==> src/hdl/cpuPkg.sv <==
`default_nettype none

package cpuPkg;

	// Data path and instruction word width
	localparam int DATA_W = 16;

	// Operation field, top four bits of every instruction
	typedef enum logic [3:0] {
		ADD,
		SUB,
		AND,
		OR,
		XOR,
		SHL,
		SHR,
		LDI,
		LD,
		LDR,
		ST,
		JMP,
		JR,
		BZ,
		BC,
		NOP
	} opcode_t;

	// Next program counter source
	typedef enum logic [1:0] {
		PC_INC,
		PC_IMM,
		PC_REG
	} pcSel_t;

	// Register write-back source
	typedef enum logic [1:0] {
		WB_ALU,
		WB_MEM,
		WB_IMM
	} wbSel_t;

	// Register-register and register-immediate views of one word
	typedef union packed {
		struct packed {
			opcode_t opcode;
			logic [1:0] rd;
			logic [1:0] rs1;
			logic [1:0] rs2;
			logic [DATA_W-11:0] pad;
		} regForm;
		struct packed {
			opcode_t opcode;
			logic [1:0] rd;
			logic [1:0] rs1;
			logic [DATA_W-9:0] imm;
		} immForm;
	} instrWord_t;

endpackage

`default_nettype wire

==> src/hdl/programCounter.sv <==
`timescale 1ns/1ps
`default_nettype none

module programCounter import cpuPkg::*; #(
	parameter int MEM_DEPTH = 128,
	localparam int ADDR_W = $clog2(MEM_DEPTH)
) (
	input wire logic clk,
	input wire logic rst,
	input wire pcSel_t pcSel,
	input wire logic [DATA_W-1:0] imm,
	input wire logic [DATA_W-1:0] regTarget,
	output logic [ADDR_W-1:0] pc
);

	logic [ADDR_W-1:0] nextPc;

	// Targets are truncated, so every jump wraps inside the memory
	always_comb begin
		case (pcSel)
			PC_IMM: nextPc = imm[ADDR_W-1:0];
			PC_REG: nextPc = regTarget[ADDR_W-1:0];
			default: nextPc = pc + 1'b1;
		endcase
	end

	always_ff @(posedge clk or posedge rst) begin
		if (rst) begin
			pc <= '0;
		end else begin
			pc <= nextPc;
		end
	end

endmodule

`default_nettype wire

==> src/hdl/instrDecoder.sv <==
`timescale 1ns/1ps
`default_nettype none

module instrDecoder import cpuPkg::*; (
	input wire logic rst,
	input wire instrWord_t instr,
	input wire logic cFlag,
	input wire logic zFlag,
	output opcode_t aluOp,
	output logic [1:0] rdSel,
	output logic [1:0] rs1Sel,
	output logic [1:0] rs2Sel,
	output logic regWe,
	output wbSel_t wbSel,
	output logic memWe,
	output logic memAddrSel,
	output pcSel_t pcSel,
	output logic [DATA_W-1:0] imm
);

	opcode_t op;

	assign op = instr.immForm.opcode;
	assign aluOp = op;
	assign imm = DATA_W'(instr.immForm.imm);

	always_comb begin
		// Immediate form by default; ST reads rd on the second port
		rdSel = instr.immForm.rd;
		rs1Sel = instr.immForm.rs1;
		rs2Sel = instr.immForm.rd;
		regWe = 1'b0;
		wbSel = WB_ALU;
		memWe = 1'b0;
		memAddrSel = 1'b0;
		pcSel = PC_INC;

		case (op)
			ADD, SUB, AND, OR, XOR, SHL, SHR: begin
				rs2Sel = instr.regForm.rs2;
				regWe = 1'b1;
			end
			LDI: begin
				regWe = 1'b1;
				wbSel = WB_IMM;
			end
			LD: begin
				regWe = 1'b1;
				wbSel = WB_MEM;
			end
			LDR: begin
				regWe = 1'b1;
				wbSel = WB_MEM;
				// Address from rs1 instead of the immediate
				memAddrSel = 1'b1;
			end
			ST: begin
				memWe = 1'b1;
			end
			JMP: begin
				pcSel = PC_IMM;
			end
			JR: begin
				pcSel = PC_REG;
			end
			BZ: begin
				if (zFlag) begin
					pcSel = PC_IMM;
				end
			end
			BC: begin
				if (cFlag) begin
					pcSel = PC_IMM;
				end
			end
			default: begin
			end
		endcase

		// No commits while held in reset
		if (rst) begin
			regWe = 1'b0;
			memWe = 1'b0;
		end
	end

endmodule

`default_nettype wire

==> src/hdl/registerFile.sv <==
`timescale 1ns/1ps
`default_nettype none

module registerFile import cpuPkg::*; (
	input wire logic clk,
	input wire logic rst,
	input wire logic we,
	input wire logic [1:0] wrSel,
	input wire wbSel_t wbSel,
	input wire logic [DATA_W-1:0] aluResult,
	input wire logic [DATA_W-1:0] memData,
	input wire logic [DATA_W-1:0] imm,
	input wire logic [1:0] rs1Sel,
	input wire logic [1:0] rs2Sel,
	output logic [DATA_W-1:0] rdData1,
	output logic [DATA_W-1:0] rdData2,
	output logic [DATA_W-1:0] wrData
);

	logic [DATA_W-1:0] regs [4];

	// Write-back source
	always_comb begin
		case (wbSel)
			WB_MEM: wrData = memData;
			WB_IMM: wrData = imm;
			default: wrData = aluResult;
		endcase
	end

	always_ff @(posedge clk or posedge rst) begin
		if (rst) begin
			for (int i = 0; i < 4; i++) begin
				regs[i] <= '0;
			end
		end else if (we) begin
			regs[wrSel] <= wrData;
		end
	end

	assign rdData1 = regs[rs1Sel];
	assign rdData2 = regs[rs2Sel];

endmodule

`default_nettype wire

==> src/hdl/alu.sv <==
`timescale 1ns/1ps
`default_nettype none

module alu import cpuPkg::*; (
	input wire logic clk,
	input wire logic rst,
	input wire opcode_t op,
	input wire logic [DATA_W-1:0] in1,
	input wire logic [DATA_W-1:0] in2,
	output logic [DATA_W-1:0] result,
	output logic cFlag,
	output logic zFlag
);

	// One extra bit on top holds carry, borrow or the last bit shifted out
	logic [DATA_W:0] wide;
	logic [3:0] shamt;
	logic carry;

	assign shamt = in2[3:0];

	always_comb begin
		case (op)
			ADD: wide = {1'b0, in1} + {1'b0, in2};
			SUB: wide = {1'b0, in1} - {1'b0, in2};
			AND: wide = {1'b0, in1 & in2};
			OR: wide = {1'b0, in1 | in2};
			XOR: wide = {1'b0, in1 ^ in2};
			SHL: wide = {1'b0, in1} << shamt;
			SHR: wide = {1'b0, in1 >> shamt};
			default: wide = '0;
		endcase
	end

	assign result = wide[DATA_W-1:0];
	assign carry = wide[DATA_W];

	// Flags only follow the arithmetic and logic group
	always_ff @(posedge clk or posedge rst) begin
		if (rst) begin
			cFlag <= 1'b0;
			zFlag <= 1'b0;
		end else if (op inside {ADD, SUB, AND, OR, XOR, SHL, SHR}) begin
			cFlag <= carry;
			zFlag <= (result == '0);
		end
	end

endmodule

`default_nettype wire

==> src/hdl/cpuMemory.sv <==
`timescale 1ns/1ps
`default_nettype none

module cpuMemory import cpuPkg::*; #(
	parameter int MEM_DEPTH = 128,
	localparam int ADDR_W = $clog2(MEM_DEPTH)
) (
	input wire logic clk,
	input wire logic progWe,
	input wire logic [ADDR_W-1:0] progAddr,
	input wire logic [DATA_W-1:0] progData,
	input wire logic [ADDR_W-1:0] pc,
	input wire logic dWe,
	input wire logic [ADDR_W-1:0] dAddr,
	input wire logic [DATA_W-1:0] dWrData,
	output logic [DATA_W-1:0] instr,
	output logic [DATA_W-1:0] dRdData
);

	logic [DATA_W-1:0] instrMem [MEM_DEPTH];
	logic [DATA_W-1:0] dataMem [MEM_DEPTH];

	// Loads of never-stored words read zero
	initial begin
		for (int i = 0; i < MEM_DEPTH; i++) begin
			dataMem[i] = '0;
		end
	end

	// Program load port, only path into instruction memory
	always @(posedge clk) begin
		if (progWe) begin
			instrMem[progAddr] <= progData;
		end
	end

	always @(posedge clk) begin
		if (dWe) begin
			dataMem[dAddr] <= dWrData;
		end
	end

	assign instr = instrMem[pc];
	assign dRdData = dataMem[dAddr];

endmodule

`default_nettype wire

==> src/hdl/cpu.sv <==
`timescale 1ns/1ps
`default_nettype none

module cpu import cpuPkg::*; #(
	parameter int MEM_DEPTH = 128,
	localparam int ADDR_W = $clog2(MEM_DEPTH)
) (
	input wire logic clk,
	input wire logic rst,
	input wire logic progWe,
	input wire logic [ADDR_W-1:0] progAddr,
	input wire logic [DATA_W-1:0] progData,
	output logic [ADDR_W-1:0] tracePc,
	output logic wbEn,
	output logic [1:0] wbReg,
	output logic [DATA_W-1:0] wbData,
	output logic stEn,
	output logic [ADDR_W-1:0] stAddr,
	output logic [DATA_W-1:0] stData
);

	logic [ADDR_W-1:0] pc;
	logic [DATA_W-1:0] instr;
	opcode_t aluOp;
	logic [1:0] rdSel;
	logic [1:0] rs1Sel;
	logic [1:0] rs2Sel;
	logic regWe;
	wbSel_t wbSel;
	logic memWe;
	logic memAddrSel;
	pcSel_t pcSel;
	logic [DATA_W-1:0] imm;
	logic [DATA_W-1:0] rdData1;
	logic [DATA_W-1:0] rdData2;
	logic [DATA_W-1:0] wrData;
	logic [DATA_W-1:0] aluResult;
	logic cFlag;
	logic zFlag;
	logic [ADDR_W-1:0] memAddr;
	logic [DATA_W-1:0] memData;

	// Data address, immediate for LD/ST or rs1 for LDR
	assign memAddr = memAddrSel ? rdData1[ADDR_W-1:0] : imm[ADDR_W-1:0];

	programCounter #(.MEM_DEPTH(MEM_DEPTH)) pcReg (
		.clk(clk), .rst(rst), .pcSel(pcSel), .imm(imm), .regTarget(rdData1), .pc(pc)
	);

	instrDecoder decode (
		.rst(rst), .instr(instr), .cFlag(cFlag), .zFlag(zFlag), .aluOp(aluOp),
		.rdSel(rdSel), .rs1Sel(rs1Sel), .rs2Sel(rs2Sel), .regWe(regWe), .wbSel(wbSel),
		.memWe(memWe), .memAddrSel(memAddrSel), .pcSel(pcSel), .imm(imm)
	);

	registerFile regFile (
		.clk(clk), .rst(rst), .we(regWe), .wrSel(rdSel), .wbSel(wbSel),
		.aluResult(aluResult), .memData(memData), .imm(imm), .rs1Sel(rs1Sel),
		.rs2Sel(rs2Sel), .rdData1(rdData1), .rdData2(rdData2), .wrData(wrData)
	);

	alu aluUnit (
		.clk(clk), .rst(rst), .op(aluOp), .in1(rdData1), .in2(rdData2),
		.result(aluResult), .cFlag(cFlag), .zFlag(zFlag)
	);

	cpuMemory #(.MEM_DEPTH(MEM_DEPTH)) mem (
		.clk(clk), .progWe(progWe), .progAddr(progAddr), .progData(progData), .pc(pc),
		.dWe(memWe), .dAddr(memAddr), .dWrData(rdData2), .instr(instr), .dRdData(memData)
	);

	// Trace of this cycle's commit
	assign tracePc = pc;
	assign wbEn = regWe;
	assign wbReg = rdSel;
	assign wbData = wrData;
	assign stEn = memWe;
	assign stAddr = memAddr;
	assign stData = rdData2;

endmodule

`default_nettype wire

==> config.mk <==
export PLATFORM = sky130hd
export DESIGN_NAME = cpu
export DESIGN_NICKNAME = d
export VERILOG_FILES = /design/src/hdl/cpuPkg.sv /design/src/hdl/programCounter.sv /design/src/hdl/instrDecoder.sv /design/src/hdl/registerFile.sv /design/src/hdl/alu.sv /design/src/hdl/cpuMemory.sv /design/src/hdl/cpu.sv
export SDC_FILE = /design/constraint.sdc
export NUM_CORES = 2
export LEC_CHECK = 0
export BUFFER_PORTS_ARGS = -buffer_cell sky130_fd_sc_hd__buf_2
export CAP_MARGIN = 20
export CORE_AREA = 3 3 643 645
export CTS_CLUSTER_DIAMETER = 60
export DETAILED_ROUTE_END_ITERATION = 10
export DIE_AREA = 0 0 646 648
export PLACE_DENSITY = 0.54
export SETUP_SLACK_MARGIN = 0.2
export SLEW_MARGIN = 40
export SYNTH_ARGS = -nofsm -noshare
export SYNTH_HDL_FRONTEND = slang
export SYNTH_SLANG_ARGS = --single-unit
export TNS_END_PERCENT = 100
==> constraint.sdc <==
create_clock -name clk -period 30.8 [get_ports clk]
set_clock_uncertainty 0.2 [all_clocks]
set_input_delay 9.24 -clock clk [delete_from_list [all_inputs] [get_ports clk]]
set_output_delay 9.24 -clock clk [all_outputs]
set_load 0.05 [all_outputs]
==> qor.yml <==
run_status:
  outcome: "completed"
drt:
  drcViolationCount: 0
  postRouteAntennaNets: 0
  vias: 92600
  drt-initial-drc-count: 13000
  drt_wl_total_um: 534000
  drtPass1Iterations: 6
  wire_per_inst_um: 35.2
  vias_per_cell: 6.11
timing:
  maxSlewHeadroom_pct: 31.2
  rsz0062_at_grt: "no"
  tns_ns: 0
  drv_slew: 0
  hold_viol: 0
  min_period_ns: 22.33
  fmaxAchievable_ghz: 0.0448
  final.period_utilization_pct: 72.5
  setup_viol: 0
  worst_pin_slew_ns: 1.02
global_route:
  antenna_found_initial: 37
  grt_pass1_wl_um: 739000
  grt_overflow_total: 0
  grt.total_usage_pct: 25.0
  grt_max_degree: 128
  grt_pass1_vias: 90000
clock_tree:
  clock_path_buffers: 4
  htreeDepth: 5
  numClockSinks: 4169
  post_cts_buffers: 0
  clk_pin_slew_ns: 0.06
  postCtsHoldBufs: 0
  worstSkewPairLatency_ns: 1.01
  tritoncts: "built"
  cts_inserted_buffers: 430
  ctsResizeCount: 0
  cts-root-buf: "clkbuf_16"
final_layout:
  nNetsFinal: 9418
  drive_gt1_share_pct: 21.0
  syn_to_final_growth_pct: 14.2
  mostFrequentLayoutCell: "edfxtp_1"
  final_cell_mix: "4,096 x edfxtp_1, 761 x o22ai_1, 567 x nor2_1"
  final.fill_count: 34800
synth:
  synth_nets: 8953
  synth.area.mux_share_pct: 9.81
  synth_xor_area_share_pct: 0.156
  synth.distinct_cells: 114
  seq_area_frac_synth_pct: 76.6
  netlist_instances: 8870
  synth_top_family_by_area: "multiplexers"
  synth_compound_area_share_pct: 6.50
  synth_edf_count: 4096
  syn-cell-area_mm2: 0.163
  synth_warnings: 0
  synthesis.area_per_instance_um2: 18.4
  synth_top_area_share_pct: 75.5
  ys_async_sr_fraction_pct: 1.75
  yosys-top-cells-area: "edfxtp_1 75%, mux4_2 7.4%, o22ai_1 2.9%"
  synth_flop_cell: "edfxtp_1"
  synth_seq_cells: 4169
  synth_fa_ha_area_share_pct: 0.442
  yosys.area_share.simple_pct: 4.28
  yosysTopAreaCell: "edfxtp_1"
die:
  ios: 76
  initial_core_util_pct: 39.9
  rows: 235
  dieHeight_um: 648
  die_w_um: 646
  fp.coreArea_mm2: 0.409
  dieArea_mm2: 0.419
place:
  io_buffers: 75
  hpwlAfterDp_um: 321000
  gp_congestion: 0.899
worst_setup_path:
  slowest_delay_ns: 0.90
  required_ns: 21.36
  worstPathArrival_ns: 12.89
  critPathMaxFanout: 89
  cp_slowest_cell: "nor4_1"
  crit_path_end_kind: "output port"
  start_kind: "flop"
  crit_type: "flop to output port"
  crit_top_cell: "buf_12"
min_path:
  hold_path_class: "flop to flop"
job:
  cap_violations: 0
-- layout make-up --
cell class | count | area, µm² | share of cell area [%]
Sequential cell | 4169 | 125000 | 67.1
Multi-Input combinational cell | 4096 | 35500 | 19.1
Clock buffer | 521 | 11300 | 6.08
Tap cell | 5451 | 6820 | 3.66
Timing Repair Buffer | 560 | 4650 | 2.50
Clock inverter | 274 | 2570 | 1.38
Inverter | 78 | 328 | 0.176
Antenna cell | 20 | 50.0 | 0.0269
-- Yosys cell counts (all sizes together), types with 15 or more instances --
master	count
a211oi	60
a21oi	200
a221oi	32
a22oi	39
a31oi	32
and3	20
buf	426
clkbuf	101
dfrtp	73
edfxtp	4096
ha	56
inv	76
mux2	69
mux2i	181
mux4	584
nand2	443
nand3	121
nand4	23
nor2	691
nor2b	47
nor3	84
nor4	90
o2111ai	16
o211ai	50
o21ai	136
o221ai	80
o22a	23
o22ai	761
o32ai	18
o41ai	15
xnor2	24
-- kinds of logic (layout without fill, tap and decap cells) --
family / after synthesis / in the layout
XOR/XNOR: 29 / 29
multiplexers: 834 / 834
flip-flops: 4169 / 4169
AO/OA/AOI/OAI: 1594 / 1594
buffers and inverters: 605 / 1433
adder cells (fa/ha/maj): 57 / 57
AND/OR/NAND/NOR: 1582 / 1582
other: 0 / 20
-- per-stage QoR --
| step | hold WS (ns) | cells | instance area (µm²) | util [%] | worst slack (ns) |
|---|---|---|---|---|---|
| after floorplan | 0.258 | 8870 | 163000 | - | 9.99 |
| final | 0.311 | 15200 | 186000 | 45.5 | 8.47 |
| after global placement | 0.275 | 14300 | 171000 | 41.9 | 8.75 |
| after global routing | 0.342 | 15200 | 186000 | 45.5 | 7.74 |
| after detailed placement | 0.294 | 14300 | 172000 | 42.1 | 9.05 |
| after CTS | 0.312 | 15100 | 186000 | 45.5 | 8.03 |
-- worst max-delay path, delay by kind of cell, from the launching register on --
kind	cells	cell delay [ns]
muxes	4	1.69
and+or+nand+nor	3	1.90
buffers and inverters	12	5.06
AOI/OAI and AO/OA	8	1.97
DFF	1	0.70
-- worst paths after layout --
path / end / from / slack [ns] / depth (start not counted)
worst min register to register: regFile.regs[24] / regFile.regs[24] / 0.31 / 2
min in group asynchronous: regFile.regs[62] / rst / 8.28 / 3
max in group asynchronous: pcReg.pc[0] / rst / 21.04 / 4
worst min-delay path: regFile.regs[24] / regFile.regs[24] / 0.31 / 2
worst max-delay path: wbData[2] / pcReg.pc[0] / 8.47 / 27
worst max register to register: regFile.regs[50] / pcReg.pc[0] / 18.80 / 27
-- sequential cells by signal (all words and copies together) (netlist names) --
register	count
mem.dataMem	2048
mem.instrMem	2048
aluUnit.cFlag	1
aluUnit.zFlag	1
pcReg.pc	7
regFile.regs	64
-- per-layer routing --
layer / vias up / GRT usage, % / part of all wire, %
li1: 37400 / - / -
met5: - / 0 / 0.018
met3: 1009 / 4.60 / 9.3
met4: 16 / 10.9 / 5.0
met2: 5138 / 39.4 / 46
met1: 49000 / 34.1 / 39
Power is left out: the tool's default activity adds up to more than one toggle a clock period on the data nets, which glitch-free logic cannot reach.
